File: src/secsub_pkg.sv
/*
 * Shared types, register map, LFSR constants and Wishbone slave states
 */

package secsub_pkg;

   // One packed entropy word, also the Wishbone data width
   typedef logic [31:0] rng_word_t;

   // State and seed of a single noise stream
   typedef logic [15:0] lfsr_t;

   // Byte address inside the register window
   typedef logic [3:0] wb_addr_t;

   // Register offsets
   localparam wb_addr_t RegCtrl   = 4'h0;
   localparam wb_addr_t RegSeed   = 4'h4;
   localparam wb_addr_t RegStatus = 4'h8;

   // Galois feedback taps, right shifting
   localparam lfsr_t LfsrMask = 16'hB400;

   // Used whenever a cell would end up with an all-zero state
   localparam lfsr_t SeedZeroSub = 16'hACE1;

   typedef enum logic {
      WB_IDLE,
      WB_ACK
   } wb_state_e;

endpackage

File: src/cdc_src.sv
/*
 * Source half of a gray-pointer asynchronous FIFO
 * Flat storage and write pointer out, read pointer in through two flops
 */

`timescale 1ns/1ps

module cdc_src
   import secsub_pkg::*;
#(
   parameter int unsigned LogDepth = 2
) (
   input  logic                                         clk_i,
   input  logic                                         rst_n_i,
   input  logic                                         push_i,
   input  rng_word_t                                    push_word_i,
   output logic                                         full_o,
   output logic [$bits(rng_word_t)*(2**LogDepth)-1:0]   async_data_o,
   output logic [LogDepth:0]                            async_wptr_o,
   input  logic [LogDepth:0]                            async_rptr_i
);

   localparam int unsigned Depth = 2 ** LogDepth;
   localparam int unsigned WordW = $bits(rng_word_t);

   typedef logic [LogDepth:0] ptr_t;

   // Gray pointers one lap apart differ in the top two bits only
   localparam ptr_t FullMask = ptr_t'(3 << (LogDepth - 1));

   rng_word_t mem_q [Depth];
   ptr_t      wptr_bin_q;
   ptr_t      wptr_gray_q;
   ptr_t      wptr_bin_next;
   ptr_t      rptr_meta_q;
   ptr_t      rptr_sync_q;
   logic      do_push;

   assign do_push       = push_i && !full_o;
   assign wptr_bin_next = wptr_bin_q + ptr_t'(1);

   always_ff @(posedge clk_i or negedge rst_n_i) begin
      if (!rst_n_i) begin
         wptr_bin_q  <= '0;
         wptr_gray_q <= '0;
      end else if (do_push) begin
         wptr_bin_q  <= wptr_bin_next;
         wptr_gray_q <= wptr_bin_next ^ (wptr_bin_next >> 1);
      end
   end

   // Storage slots, written at the binary write pointer
   always_ff @(posedge clk_i or negedge rst_n_i) begin
      if (!rst_n_i) begin
         for (int k = 0; k < Depth; k++) begin
            mem_q[k] <= '0;
         end
      end else if (do_push) begin
         mem_q[wptr_bin_q[LogDepth-1:0]] <= push_word_i;
      end
   end

   // Read pointer from the foreign domain
   always_ff @(posedge clk_i or negedge rst_n_i) begin
      if (!rst_n_i) begin
         rptr_meta_q <= '0;
         rptr_sync_q <= '0;
      end else begin
         rptr_meta_q <= async_rptr_i;
         rptr_sync_q <= rptr_meta_q;
      end
   end

   assign full_o = ((wptr_gray_q ^ rptr_sync_q) == FullMask);

   for (genvar k = 0; k < Depth; k++) begin : g_flat
      assign async_data_o[k*WordW +: WordW] = mem_q[k];
   end

   assign async_wptr_o = wptr_gray_q;

endmodule

File: src/entropy_cell.sv
/*
 * Single LFSR noise stream with a per-stream seed offset
 */

`timescale 1ns/1ps

module entropy_cell
   import secsub_pkg::*;
#(
   parameter int unsigned StreamIdx = 0
) (
   input  logic  clk_i,
   input  logic  rst_n_i,
   input  logic  load_i,
   input  lfsr_t seed_i,
   input  logic  step_i,
   output logic  bit_o
);

   lfsr_t state_q;

   // Stream offset keeps the cells apart when they share one seed
   function automatic lfsr_t mix_seed(lfsr_t seed);
      lfsr_t mixed;
      mixed = seed ^ lfsr_t'(StreamIdx + 1);
      if (mixed == '0) begin
         mixed = SeedZeroSub;
      end
      return mixed;
   endfunction

   always_ff @(posedge clk_i or negedge rst_n_i) begin
      if (!rst_n_i) begin
         state_q <= mix_seed('0);
      end else if (load_i) begin
         state_q <= mix_seed(seed_i);
      end else if (step_i) begin
         state_q <= (state_q >> 1) ^ (state_q[0] ? LfsrMask : lfsr_t'(0));
      end
   end

   assign bit_o = state_q[0];

endmodule

File: src/rng_ctrl.sv
/*
 * Wishbone classic register slave: enable, seed load and status counters
 */

`timescale 1ns/1ps

module rng_ctrl
   import secsub_pkg::*;
(
   input  logic      clk_i,
   input  logic      rst_n_i,
   // Wishbone classic slave
   input  logic      wb_cyc_i,
   input  logic      wb_stb_i,
   input  logic      wb_we_i,
   input  wb_addr_t  wb_adr_i,
   input  rng_word_t wb_dat_i,
   output rng_word_t wb_dat_o,
   output logic      wb_ack_o,
   // Datapath status and control
   input  logic      word_push_i,
   input  logic      fifo_full_i,
   output logic      enable_o,
   output logic      seed_load_o,
   output lfsr_t     seed_o
);

   wb_state_e   state_q;
   wb_state_e   state_d;
   logic        enable_q;
   lfsr_t       seed_q;
   logic        seed_load_q;
   logic [15:0] push_count_q;
   logic        wr_ack;
   rng_word_t   rdata;

   assign wb_ack_o = (state_q == WB_ACK);

   // Master holds address and data until it sees ack
   assign wr_ack = wb_ack_o && wb_we_i;

   always_comb begin
      state_d = state_q;
      case (state_q)
         WB_IDLE: begin
            if (wb_cyc_i && wb_stb_i) begin
               state_d = WB_ACK;
            end
         end
         WB_ACK: begin
            state_d = WB_IDLE;
         end
         default: begin
            state_d = WB_IDLE;
         end
      endcase
   end

   // Read mux, unknown offsets read as zero
   always_comb begin
      rdata = '0;
      case (wb_adr_i)
         RegCtrl:   rdata[0] = enable_q;
         RegSeed:   rdata[15:0] = seed_q;
         RegStatus: rdata = {15'd0, fifo_full_i, push_count_q};
         default:   rdata = '0;
      endcase
   end

   assign wb_dat_o = (wb_ack_o && !wb_we_i) ? rdata : '0;

   always_ff @(posedge clk_i or negedge rst_n_i) begin
      if (!rst_n_i) begin
         state_q      <= WB_IDLE;
         enable_q     <= 1'b0;
         seed_q       <= '0;
         seed_load_q  <= 1'b0;
         push_count_q <= '0;
      end else begin
         state_q     <= state_d;
         // Load pulse lands in the cycle after the seed write ack
         seed_load_q <= wr_ack && (wb_adr_i == RegSeed);
         if (wr_ack && (wb_adr_i == RegCtrl)) begin
            enable_q <= wb_dat_i[0];
         end
         if (wr_ack && (wb_adr_i == RegSeed)) begin
            seed_q <= wb_dat_i[15:0];
         end
         if (word_push_i) begin
            push_count_q <= push_count_q + 16'd1;
         end
      end
   end

   assign enable_o    = enable_q;
   assign seed_load_o = seed_load_q;
   assign seed_o      = seed_q;

endmodule

File: src/rst_sync.sv
/*
 * Reset generator, asserts asynchronously and releases after two clock edges
 */

`timescale 1ns/1ps

module rst_sync (
   input  logic clk_i,
   input  logic rst_n_i,
   output logic rst_n_o
);

   logic [1:0] sync_q;

   always_ff @(posedge clk_i or negedge rst_n_i) begin
      if (!rst_n_i) begin
         sync_q <= 2'b00;
      end else begin
         sync_q <= {sync_q[0], 1'b1};
      end
   end

   assign rst_n_o = sync_q[1];

endmodule

File: src/secsub_top.sv
/*
 * Secure subsystem slice: reset, register slave, entropy cells,
 * word packer and CDC source
 */

`timescale 1ns/1ps

module secsub_top
   import secsub_pkg::*;
#(
   parameter int unsigned NumStreams = 4,
   parameter int unsigned LogDepth   = 2
) (
   input  logic                                       clk_i,
   input  logic                                       rst_n_i,
   // Wishbone register port
   input  logic                                       wb_cyc_i,
   input  logic                                       wb_stb_i,
   input  logic                                       wb_we_i,
   input  wb_addr_t                                   wb_adr_i,
   input  rng_word_t                                  wb_dat_i,
   output rng_word_t                                  wb_dat_o,
   output logic                                       wb_ack_o,
   // Asynchronous FIFO port
   output logic [$bits(rng_word_t)*(2**LogDepth)-1:0] async_data_o,
   output logic [LogDepth:0]                          async_wptr_o,
   input  logic [LogDepth:0]                          async_rptr_i
);

   logic                  sys_rst_n;
   logic                  rng_enable;
   logic                  seed_load;
   lfsr_t                 seed_val;
   logic [NumStreams-1:0] cell_bits;
   logic                  cell_step;
   logic                  word_push;
   rng_word_t             push_word;
   logic                  fifo_full;

   rst_sync i_rst_sync (
      .clk_i   ( clk_i     ),
      .rst_n_i ( rst_n_i   ),
      .rst_n_o ( sys_rst_n )
   );

   rng_ctrl i_rng_ctrl (
      .clk_i       ( clk_i      ),
      .rst_n_i     ( sys_rst_n  ),
      .wb_cyc_i    ( wb_cyc_i   ),
      .wb_stb_i    ( wb_stb_i   ),
      .wb_we_i     ( wb_we_i    ),
      .wb_adr_i    ( wb_adr_i   ),
      .wb_dat_i    ( wb_dat_i   ),
      .wb_dat_o    ( wb_dat_o   ),
      .wb_ack_o    ( wb_ack_o   ),
      .word_push_i ( word_push  ),
      .fifo_full_i ( fifo_full  ),
      .enable_o    ( rng_enable ),
      .seed_load_o ( seed_load  ),
      .seed_o      ( seed_val   )
   );

   for (genvar i = 0; i < NumStreams; i++) begin : g_cells
      entropy_cell #(
         .StreamIdx ( i )
      ) i_cell (
         .clk_i   ( clk_i        ),
         .rst_n_i ( sys_rst_n    ),
         .load_i  ( seed_load    ),
         .seed_i  ( seed_val     ),
         .step_i  ( cell_step    ),
         .bit_o   ( cell_bits[i] )
      );
   end

   word_packer #(
      .NumStreams ( NumStreams )
   ) i_word_packer (
      .clk_i       ( clk_i      ),
      .rst_n_i     ( sys_rst_n  ),
      .enable_i    ( rng_enable ),
      .restart_i   ( seed_load  ),
      .bits_i      ( cell_bits  ),
      .full_i      ( fifo_full  ),
      .step_o      ( cell_step  ),
      .push_o      ( word_push  ),
      .push_word_o ( push_word  )
   );

   cdc_src #(
      .LogDepth ( LogDepth )
   ) i_cdc_src (
      .clk_i        ( clk_i        ),
      .rst_n_i      ( sys_rst_n    ),
      .push_i       ( word_push    ),
      .push_word_i  ( push_word    ),
      .full_o       ( fifo_full    ),
      .async_data_o ( async_data_o ),
      .async_wptr_o ( async_wptr_o ),
      .async_rptr_i ( async_rptr_i )
   );

endmodule

File: src/word_packer.sv
/*
 * Width converter from NumStreams entropy bits per step to 32-bit words
 */

`timescale 1ns/1ps

module word_packer
   import secsub_pkg::*;
#(
   parameter int unsigned NumStreams = 4
) (
   input  logic                  clk_i,
   input  logic                  rst_n_i,
   input  logic                  enable_i,
   input  logic                  restart_i,
   input  logic [NumStreams-1:0] bits_i,
   input  logic                  full_i,
   output logic                  step_o,
   output logic                  push_o,
   output rng_word_t             push_word_o
);

   localparam int unsigned Slots = $bits(rng_word_t) / NumStreams;
   localparam int unsigned SlotW = (Slots > 1) ? $clog2(Slots) : 1;

   logic [SlotW-1:0] slot_q;
   rng_word_t        word_q;
   logic             last_slot;

   assign last_slot = (slot_q == SlotW'(Slots - 1));

   // Hold the cells while a finished word has nowhere to go
   assign step_o = enable_i && !restart_i && !(last_slot && full_i);
   assign push_o = step_o && last_slot;

   // Top slot comes straight from the cells
   always_comb begin
      push_word_o = word_q;
      push_word_o[(Slots - 1) * NumStreams +: NumStreams] = bits_i;
   end

   always_ff @(posedge clk_i or negedge rst_n_i) begin
      if (!rst_n_i) begin
         slot_q <= '0;
      end else if (restart_i) begin
         slot_q <= '0;
      end else if (step_o) begin
         slot_q <= last_slot ? '0 : slot_q + SlotW'(1);
      end
   end

   // Word under assembly, one slot per step
   always_ff @(posedge clk_i) begin
      if (step_o) begin
         word_q[slot_q * NumStreams +: NumStreams] <= bits_i;
      end
   end

endmodule
File: config.mk
export PLATFORM = sky130hd
export DESIGN_NAME = secsub_top
export DESIGN_NICKNAME = d
export VERILOG_FILES = /design/src/secsub_pkg.sv /design/src/cdc_src.sv /design/src/entropy_cell.sv /design/src/rng_ctrl.sv /design/src/rst_sync.sv /design/src/secsub_top.sv /design/src/word_packer.sv
export SDC_FILE = /design/constraint.sdc
export NUM_CORES = 1
export LEC_CHECK = 0
export ABC_AREA = 1
export BUFFER_PORTS_ARGS = -buffer_cell sky130_fd_sc_hd__buf_2
export CAP_MARGIN = 20
export CORE_MARGIN = 2
export CORE_UTILIZATION = 51
export DETAILED_ROUTE_END_ITERATION = 10
export GPL_TIMING_DRIVEN = 0
export PLACE_DENSITY = 0.88
export SLEW_MARGIN = 20
export SYNTH_ARGS = -nofsm -noshare
export SYNTH_HDL_FRONTEND = slang
export SYNTH_SLANG_ARGS = --single-unit
File: constraint.sdc
create_clock -name clk_i -period 7.2 [get_ports clk_i]
set_input_delay 0.72 -clock clk_i [delete_from_list [all_inputs] [get_ports clk_i]]
set_output_delay 0.72 -clock clk_i [all_outputs]
set_load 0.005 [all_outputs]
=== Word level (Yosys, flattened, before mapping) ===
Index checks and enable logic that the tools add are counted.

* Output and inout port bits: 164
* Bits in registers: 276
* Logic and storage cells: 94

* Bitwise logic cells: 12
* $add $sub $neg: 4
* Order comparisons: 2
* Shift-type cells: 2
* Equality and inequality tests: 4
* Reductions and logical operators: 21
* Multiplexer cells: 29

{| class="wikitable"
|+ Operators by type and width
! operator !! number
|-
| 2-to-1 mux 16 bit || 16
|-
| bitwise mux 128 bit || 1
|-
| demux 32 bit (select 2 bit) || 1
|-
| zero test 16 bit || 4
|-
| bitwise XOR 15 x 16 -> 16 bit || 4
|-
| negation 5 -> 34 bit || 1
|-
| variable shift 4 x 34 -> 32 bit, first input constant || 1
|-
| variable part select 4 x 34 -> 32 bit || 1
|-
| bitwise mux 32 bit || 1
|-
| 2-to-1 mux 32 bit || 1
|-
| one-hot mux 15 bit (2 select lines) || 1
|-
| 2-to-1 mux 17 bit || 1
|-
| adder 16 x 1 -> 16 bit, second input constant || 1
|-
| logical AND 1 bit || 11
|-
| 2-to-1 mux 3 bit || 3
|-
| adder 3 x 1 -> 3 bit, second input constant || 2
|-
| == test 3 bit, second input constant || 2
|-
| == test 4 x 3 -> 1 bit, second input constant || 1
|-
| == test 4 bit, second input constant || 1
|-
| zero test 1 bit || 4
|-
| zero test 4 bit || 1
|-
| NOT 1 bit || 4
|-
| >= comparator 3 bit, second input constant || 1
|-
| < comparator 3 x 1 -> 1 bit, second input constant || 1
|-
| 8 further kinds || 9
|}

=== Depth between registers and ports, before layout ===
Gate-level depths: netlist of run 1.

* Depth after elaboration: 7
* Mapped depth: 11
* Mapped depth without buffers: 10

=== Cells and area by module ===
From an unflattened synthesis of run 1, not the netlist that was laid out.

* Cell total of the unflattened synthesis: 1535
* Area total of the unflattened synthesis: 13006.2 µm²

{| class="wikitable"
|+ Modules (own cells, without submodules)
! module !! sequential area each (µm²) !! instances !! area each (µm²) !! cells an instance
|-
| cdc_src || 3478.3 || 1 || 5758.0 || 627
|-
| rng_ctrl || 875.8 || 1 || 1915.6 || 251
|-
| entropy_cell (g_cells[1].i_cell ...) || 401.6 || 2 || 923.4 || 128
|-
| word_packer || 915.9 || 1 || 1582.8 || 139
|-
| entropy_cell (g_cells[0].i_cell) || 401.6 || 1 || 937.1 || 130
|-
| entropy_cell (g_cells[2].i_cell) || 402.9 || 1 || 912.1 || 129
|-
| rst_sync || 50.0 || 1 || 53.8 || 3
|}

=== Worst setup path after synthesis of run 1 ===
Ideal clock, no wire load.

* Kind: input to output
* From: input wb_adr_i[1]
* To: output wb_dat_o[10]
* Data required time: 6480 ps
* Data arrival time: 1560 ps
* Cell stages on the path: 6
* Setup slack: 4920 ps
* Path buffers: 1
* Path through: nor2_1 nand2_1 nor2_1 nand2_1 clkbuf_1 o21ai_0

* Word-level cells in the longest chain between the ends: 3
* Elaborated cells between the ends (all ways): 4
* Classes of those cells: 2 x eq/ne; 2 x mux

{| class="wikitable"
|+ Ends and longest elaborated chain
! item !! line !! source
|-
| start, declared || secsub_top.sv:20 || <nowiki>input wb_addr_t wb_adr_i,</nowiki>
|-
| == test 4 bit or == test 4 x 3 -> 1 bit (tied branches) || rng_ctrl.sv:62 || <nowiki>case (wb_adr_i)</nowiki>
|-
| one-hot mux 15 bit (2 select lines) * || rng_ctrl.sv:62 ||
|-
| 2-to-1 mux 17 bit * || rng_ctrl.sv:70 || <nowiki>assign wb_dat_o = (wb_ack_o && !wb_we_i) ? rdata : '0;</nowiki>
|-
| end, declared || secsub_top.sv:22 || <nowiki>output rng_word_t wb_dat_o,</nowiki>
|}

Mark *: on every way between the ends. The rest lies on a longest branch, timed or not.

=== Final worst setup path of run 1 ===
* From: input wb_adr_i[1]
* To: output wb_dat_o[1]

Same word-level chain as after synthesis.

==> results by group, run 1 <==
Outcome
  • Status: finished, final reports clean

Yosys
  • Synth area leaders: dfrtp_1, nand2_1, edfxtp_1
  • Most common cell in the netlist: nand2_1
  • Synthesis-stage register bit count: 271
  • Syn_area_per_cell: 8.21 um2
  • Ys flop type: dfrtp_1
  • Post-synthesis sequential area ratio: 0.576
  • Cells after synthesis: 1464
  • Commonest cells post-synth: nand2_1, dfrtp_1, nor2_1
  • Synth warn: 0
  • Synth Cell Area: 0.0120 mm2
  • Top-area cell type share of the netlist area: 0.495
  • Post-synth top area cell: dfrtp_1
  • Unique masters post-synth: 33
  • EDFF count, synth: 28
  • Ys async rst share: 0.897

Clocking
  • Setup Buffers After CTS: 0
  • CTS tree: built
  • Clk root buf: clkbuf_16
  • Clk buf depth: 3
  • Number of CTS-inserted buffers: 28
  • Clock Pin Slew Worst Setup and Hold Paths: 0.06 ns
  • Post_cts resized: 0
  • Clock latency on the worst-skew pair: 0.56 ns
  • H-tree depth: 1
  • Clk sinks: 271
  • CTS Hold Bufs: 1

Global route
  • GRT Total Usage: 0.268
  • Initial antenna violation count: 0
  • Largest net degree at the start of global routing: 62
  • Gr ovfl total: 0
  • Number of global-route vias before repair: 10300
  • First-pass GRT wire length: 52.4 mm

STA
  • Final hold violation count: 0
  • Worst clock skew: 0.0248 ns
  • Final worst slack: 4.25 ns
  • Hold WS: 0.238 ns
  • Sum Neg Setup Slack: 0 ns
  • Slew Viols, Final: 0
  • RSZ-0062 raised after global routing: no
  • Slew @ Worst Pin: 0.741 ns
  • Highest Clock Rate: 0.339 GHz
  • Fin crit period: 2.95 ns
  • Final setup fails: 0
  • Worst slew margin: 0.506
  • Final Cycle Share: 0.410

Cells and area
  • Number of diodes: 0
  • Finished Cell Area: 0.0144 mm2
  • Share of layout cells above drive strength 1: 0.179
  • Layout area overhead: 19.6%
  • Nets: 1743

Detailed routing
  • Drt drc: 0
  • DR WL/cell: 16.4 um
  • Vias post-DR: 10700
  • Average vias per placed instance: 5.30
  • Iter 0 DRT Violations: 1054
  • Final ANT Viol Nets: 0
  • Total Wirelength: 33.2 mm
  • Pre-antenna DRT Iters: 6

Power
  • Power Density: 412 mW/mm2
  • Leakage: 0.00767 uW
  • Design Power: 5920 uW
  • Worst vdd ir: 0.218 mV

Worst hold path
  • HP Class: reg -> async

Floorplanning
  • Die height: 158 um
  • Core area: 0.0233 mm2
  • Die area: 0.0248 mm2
  • Initial Util: 0.515
  • Rows: 56
  • Die width: 158 um
  • I/O pin total: 208

Critical path
  • Critical path class: in -> out
  • WP data arrival: 2.23 ns
  • FF-to-FF setup slack: 4.46 ns
  • Critical path fanouts, max: 10
  • Worst-case reg-to-reg path depth: 9
  • CP Data Required Time: 6.48 ns
  • Type of origin of the critical path: input pin
  • CP endpoint kind: output pin

Placement
  • RePlAce Congestion: 0.928
  • Post-DP HPWL: 23.5 mm
  • IO Port Bufs: 176
  • Placed inst area: 0.0135 mm2
  • Pre-CTS setup slack: 4.28 ns

Flow run
  • MaxCap Viol Count: 0
per-stage QoR:
step                utilization  instances
floorplan                     -       1478
global placement          0.573       1973
detailed placement        0.577       1977
CTS                       0.616       2029
global route              0.616       2029
finish                    0.616       2029
flip-flops by register name, indices dropped and copies added (netlist names):
register                 count
i_word_packer.word_q        28
i_rng_ctrl.seed_o           16
i_rng_ctrl.wb_ack_o          1
i_cdc_src.async_wptr_o       3
i_rng_ctrl.seed_load_o       1
g_cells.i_cell.state_q      64
i_rng_ctrl.enable_o          1
i_rst_sync.sync_q            2
i_cdc_src.rptr_meta_q        3
i_word_packer.slot_q         3
i_cdc_src.async_data_o     128
i_cdc_src.rptr_sync_q        3
i_cdc_src.wptr_bin_q         2
i_rng_ctrl.push_count_q     16
cell usage in the layout (no fill, tap or decap), drive strengths merged:
master and count:
a21oi 27, nand2 705, xnor2 4, nor4 8
nor3 5, inv 89, o21bai 1, dfrtp 238
o221ai 1, or2 4, clkbuf 62, nand4 12
nor2 96, edfxtp 28, clkinvlp 2, bufinv 1
buf 239, o32ai 3, o21ai 92, dfstp 5
xor2 9, dlygate4sd3 1, conb 16, ha 10
o21a 1, nand3 43, clkinv 8
cells by family (layout without fill, tap and decap cells):
kind of cell,after synthesis,in the layout,synth area share
flops,271,271,0.576
other cells,2,16,0.000625
fa+ha+maj,10,10,0.0104
compound gates,125,125,0.0537
xor+xnor,13,13,0.00947
simple gates,873,873,0.286
buf+inv,170,402,0.0633
area by class of cell:
type	count	area, um2
Fill cell	1940	8950
Timing Repair Buffer	181	1000
Multi-Input combinational cell	1037	4390
Clock inverter	12	105
Sequential cell	271	6930
Tap cell	319	399
Buffer	82	430
Inverter	88	330
Clock buffer	39	792
per-layer routing:
layer  vias up  global-route usage  share of wire
met5         -                   0              0
met4         0               0.118          0.042
met3       116              0.0421          0.084
met2       613               0.454           0.48
met1      5045               0.340           0.40
li1       4974                   -              -
path summary, 6_finish.rpt:
| kind | startpoint | to |
|---|---|---|
| worst max register to register | i_word_packer.slot_q[0] | i_word_packer.word_q[13] |
| worst max-delay path | wb_adr_i[1] | wb_dat_o[1] |
| worst min-delay path | i_rst_sync.sync_q[1] | i_cdc_src.rptr_sync_q[2] |
| worst min register to register | i_rst_sync.sync_q[1] | i_cdc_src.rptr_sync_q[2] |
| max in group asynchronous | i_rst_sync.sync_q[1] | g_cells[0].i_cell.state_q[0] |
| min in group clk_i | async_rptr_i[0] | i_cdc_src.rptr_meta_q[0] |
report_power, final:
part / switching [uW] / internal, uW / leakage, uW
registers: 420 / 2180 / 0.00328
logic: 1190 / 719 / 0.00395
clock network: 606 / 805 / 0.000441
worst max-delay path, cell delays in order:
cell and delay, ns:
buf_2 0.10, nor2_1 0.17, nand2_1 0.07, nor2_1 0.25, nand2_1 0.19, clkbuf_1 0.27, o32ai_1 0.27, buf_2 0.19
Note: power is estimated with default switching activity, not from simulation.
==> run 2, diff against run 1 <==
==> constraint.sdc (replaced) <==
create_clock -name clk_i -period 2.7 [get_ports clk_i]
set_input_delay 0.27 -clock clk_i [delete_from_list [all_inputs] [get_ports clk_i]]
set_output_delay 0.27 -clock clk_i [all_outputs]
set_load 0.005 [all_outputs]
==> results by group, run 2 (synthesis results as in run 1) <==
Clocking
  • Clock latency on the worst-skew pair: 0.55 ns
  • Clk sinks: 271
  • Clk root buf: clkbuf_16
  • Setup Buffers After CTS: 0
  • H-tree depth: 1
  • Clk buf depth: 3
  • Clock Pin Slew Worst Setup and Hold Paths: 0.06 ns
  • CTS tree: built
  • Number of CTS-inserted buffers: 29

Placement
  • IO Port Bufs: 176
  • Post-DP HPWL: 22.7 mm
  • Dpl cells: 1977
  • RePlAce Congestion: 0.942

Detailed routing
  • Final ANT Viol Nets: 0
  • Pre-antenna DRT Iters: 6
  • Average vias per placed instance: 5.25
  • Total Wirelength: 33.7 mm
  • Vias post-DR: 10800
  • Drt drc: 0
  • DR WL/cell: 16.4 um
  • Iter 0 DRT Violations: 1015

Power
  • Leakage: 0.00782 uW
  • Worst vdd ir: 0.552 mV
  • Power Density: 1100 mW/mm2

Flow run
  • MaxCap Viol Count: 0

STA
  • Fin crit period: 2.49 ns
  • Hold WS: 0.0315 ns
  • Slew @ Worst Pin: 0.861 ns
  • Final setup fails: 0
  • Highest Clock Rate: 0.402 GHz
  • Worst slew margin: 0.426
  • RSZ-0062 raised after global routing: no
  • Final hold violation count: 0
  • Slew Viols, Final: 0
  • Final Cycle Share: 0.922
  • Worst clock skew: 0.00846 ns

Critical path
  • CP endpoint kind: register
  • Type of origin of the critical path: register
  • WP data arrival: 2.70 ns
  • Critical path fanouts, max: 10
  • RR Startpoint: i_word_packer.slot_q[0]
  • CP Data Required Time: 2.91 ns
  • Critical path class: reg -> reg
  • Crit path from: i_word_packer.slot_q[0]

Floorplanning
  • Initial Util: 0.515
  • Die area: 0.0248 mm2
  • Rows: 56
  • Die height: 158 um
  • Die width: 158 um
  • I/O pin total: 208
  • Core area: 0.0233 mm2

Global route
  • First-pass GRT wire length: 52.9 mm
  • Initial antenna violation count: 0
  • Number of global-route vias before repair: 10500
  • Largest net degree at the start of global routing: 61
  • GRT Total Usage: 0.271
  • Gr ovfl total: 0

Cells and area
  • Number of diodes: 0
  • Final Non-Filler Cells: 2052
  • Layout area overhead: 22.4%
  • Commonest non-fill, non-tap cell in the layout: nand2_1
  • Largest register FFs: 128
  • Filler Cells Inserted: 1910
  • Share of layout cells above drive strength 1: 0.181
  • Nets: 1764
  • Most frequent cells in the layout: nand2_1, dfrtp_1, buf_2, nor2_1, inv_1

Worst hold path
  • HP Class: in -> async

Outcome
  • Status: finished, final reports clean
run 2: cell count changes in the layout (fill, tap and decap cells not counted), sizes merged:
cell | previous run | this run
bufinv | 1 | 2
clkbuf | 62 | 68
clkinvlp | 2 | 1
clkinv | 8 | 4
dlygate4sd3 | 1 | 22
run 2: stage by stage:
| step | setup TNS (ns) | util | area, um2 | setup WS, ns | power (uW) |
|---|---|---|---|---|---|
| 2_1_floorplan | 0 | - | 12100 | 0.256 | 9780 |
| 3_3_place_gp | -123.17 | 0.573 | 13400 | -0.552 | 11600 |
| 3_5_place_dp | 0 | 0.577 | 13500 | 0.0966 | 11900 |
| 4_1_cts | 0 | 0.631 | 14700 | 0.00771 | 16200 |
| 5_1_grt | 0 | 0.631 | 14700 | 0.0353 | 17300 |
| 6_report | 0 | 0.631 | 14700 | 0.212 | 16200 |
run 2: final cells by class:
cell class              instances  area [um2]  area share
flip-flops and latches        271        6930       0.471
multi-input cells            1037        4390       0.299
repair buffers                202        1200      0.0818
clock buffers                  46         921      0.0626
plain buffers                  81         428      0.0291
well taps                     319         399      0.0271
inverters                      88         330      0.0224
clock inverters                 8         108     0.00731
run 2: power breakdown:
part	switching, uW	internal [uW]
Clock	1640	2530
Combinational	3170	1940
Sequential	1120	5820
run 2: timing repair:
action / in CTS / in global routing
endpoints found under the setup margin: 0 / 28
endpoints found under the hold margin: 23 / 0
gates resized for setup: 0 / 4
hold buffers: 22 / 0
run 2: layer usage:
layer  wire length, um  up-vias  GRT usage
met5                 0        -          0
met4              1500        0      0.123
met3              2400      129     0.0383
met2             16200      558      0.462
met1             13600     5061      0.343
li1                  -     5027          -
run 2: final timing paths:
check	endpoint	slack, ns	cells past startpoint
max reg2reg	i_word_packer.word_q[0]	0.21	7
max	i_word_packer.word_q[0]	0.21	7
min reg2reg	i_rng_ctrl.wb_ack_o	0.30	0
min in group clk_i	i_rng_ctrl.enable_o	0.18	5
max in group asynchronous	g_cells[1].i_cell.state_q[1]	1.11	3
min	i_rst_sync.sync_q[1]	0.03	2
run 2: critical path, stage by stage (launching register included):
cell	delay [ns]
dfrtp_1	0.40
inv_1	0.10
clkbuf_2	0.20
ha_1	0.28
ha_1	0.41
nor2_1	0.17
nand3_1	0.19
a21oi_1	0.39
==> run 3, diff against run 2 <==
--- a/config.mk
+++ b/config.mk
@@ -8,7 +8,6 @@
 export ABC_AREA = 1
 export BUFFER_PORTS_ARGS = -buffer_cell sky130_fd_sc_hd__buf_2
 export CAP_MARGIN = 20
-export CORE_MARGIN = 2
 export CORE_UTILIZATION = 51
 export DETAILED_ROUTE_END_ITERATION = 10
 export GPL_TIMING_DRIVEN = 0
==> results by group, run 3 (synthesis results as in run 1) <==
Outcome
  • Status: finished, final reports clean

STA
  • RSZ-0062 raised after global routing: yes
  • Highest Clock Rate: 0.397 GHz
  • Final setup fails: 0
  • Worst clock skew: 0.0225 ns
  • Slew @ Worst Pin: 0.677 ns
  • Fin crit period: 2.52 ns
  • Worst slew margin: 0.548
  • Slew Viols, Final: 0
  • Final hold violation count: 0
  • Final Cycle Share: 0.932

Floorplanning
  • Die area: 0.0242 mm2
  • I/O pin total: 208
  • Initial Util: 0.526
  • Rows: 55
  • Die width: 156 um
  • Die height: 156 um
  • Core area: 0.0228 mm2

Detailed routing
  • Final ANT Viol Nets: 0
  • Total Wirelength: 32.4 mm
  • DR WL/cell: 15.8 um
  • Vias post-DR: 10800
  • Pre-antenna DRT Iters: 6
  • Drt drc: 0
  • Iter 0 DRT Violations: 1072
  • Average vias per placed instance: 5.30

Global route
  • Number of global-route vias before repair: 10400
  • Initial antenna violation count: 0
  • Gr ovfl total: 0
  • Largest net degree at the start of global routing: 63
  • First-pass GRT wire length: 52.0 mm
  • GRT Total Usage: 0.271

Critical path
  • Family with the most delay on the worst path: simple AND/OR/NAND/NOR gates
  • WP data arrival: 2.74 ns
  • Slowest-stage cell, CP: ha_1
  • Critical path fanouts, max: 10
  • Critical path class: reg -> reg
  • Type of origin of the critical path: register
  • Buf/Inv on CP: 2
  • CP endpoint kind: register
  • Slowest cell delay on critical path: 0.46 ns
  • CP Data Required Time: 2.93 ns
  • Crit path cell chain: inv_1 -> clkbuf_1 -> ha_1 -> ha_1 -> nand2_1 -> nor2_1 -> nand2_1 -> nor2_1

Cells and area
  • Sequential cell area: 0.00693 mm2
  • Combined area of the multi-input logic cells: 0.00439 mm2
  • Number of diodes: 0
  • Nets: 1763
  • Commonest non-fill, non-tap cell in the layout: nand2_1
  • Filler Cells Inserted: 1853
  • Fin util: 0.642
  • Share of layout cells above drive strength 1: 0.176
  • Layout area overhead: 22.0%
  • Largest register FFs: 128
  • Final Non-Filler Cells: 2044
  • Most frequent cells in the layout: nand2_1, dfrtp_1, buf_2, nor2_1, inv_1

Clocking
  • Clock Pin Slew Worst Setup and Hold Paths: 0.06 ns
  • Clk root buf: clkbuf_16
  • Clk buf depth: 3
  • Clock latency on the worst-skew pair: 0.56 ns
  • Number of CTS-inserted buffers: 28
  • CTS tree: built
  • H-tree depth: 1
  • Clk sinks: 271
  • Post_cts resized: 0
  • Setup Buffers After CTS: 0

Power
  • Design Power: 16000 uW
  • Power Density: 1090 mW/mm2
  • Leakage: 0.00779 uW
  • Worst vdd ir: 0.684 mV

Worst hold path
  • HP Class: in -> async

Placement
  • Post-DP HPWL: 22.4 mm
  • Dpl cells: 1971
  • RePlAce Congestion: 0.928
  • IO Port Bufs: 176

Flow run
  • MaxCap Viol Count: 0
-- run 3: changes by cell type in the layout (fill, tap and decap cells not counted), moves of 2 or more --
cell,before,now
clkbuf_8,11,3
clkbuf_1,25,29
bufinv_16,2,4
nor2_1,89,91
nor2_2,6,4
-- run 3: where the power goes --
part / internal (uW) / switching [uW]
clock: 2450 / 1610
combinational: 1940 / 3100
sequential: 5820 / 1110
total: 10200 / 5810
-- run 3: final timing paths --
| path | endpoint | slack, ns | startpoint | cells after the start |
|---|---|---|---|---|
| min in group clk_i | i_rng_ctrl.enable_o | 0.17 | wb_we_i | 5 |
| worst min register to register | i_rng_ctrl.seed_o[12] | 0.26 | i_rst_sync.sync_q[1] | 0 |
| worst min-delay path | i_rst_sync.sync_q[1] | 0.03 | rst_n_i | 2 |
| worst max-delay path | i_word_packer.word_q[17] | 0.18 | i_word_packer.slot_q[0] | 8 |
| max in group asynchronous | g_cells[1].i_cell.state_q[1] | 1.16 | i_rst_sync.sync_q[1] | 3 |
| worst max register to register | i_word_packer.word_q[17] | 0.18 | i_word_packer.slot_q[0] | 8 |
-- run 3: stage by stage --
stage               setup WS (ns)  area [um2]  setup TNS (ns)  hold slack [ns]
floorplan                   0.256       12100               0          -0.0256
global placement           -0.553       13400         -124.13           0.0561
CTS                        0.0635       14700               0           0.0335
detailed placement         0.0719       13500               0           0.0566
finish                      0.184       14700               0           0.0336
global route             -0.00680       14700         -0.0125           0.0552
-- run 3: layout make-up --
cell class,count,share of cell area
repair buffers,202,0.0826
plain buffers,81,0.0291
well taps,313,0.0267
multi-input cells,1037,0.299
inverters,88,0.0225
flip-flops and latches,271,0.473
clock inverters,12,0.0130
clock buffers,40,0.0543
-- run 3: timing repair --
action | in CTS | in global routing
hold buffers | 22 | 0
endpoints found under the hold margin | 23 | 0
setup endpoints to repair | 0 | 22
-- run 3: layer usage --
layer / wire, um / part of all wire / vias to the layer above / track usage
met1: 13000 / 0.40 / 5134 / 0.358
met4: 1110 / 0.034 / 0 / 0.0962
li1: - / - / 5013 / -
met2: 15500 / 0.48 / 581 / 0.457
met3: 2770 / 0.086 / 98 / 0.0397
met5: 0 / 0 / - / 0
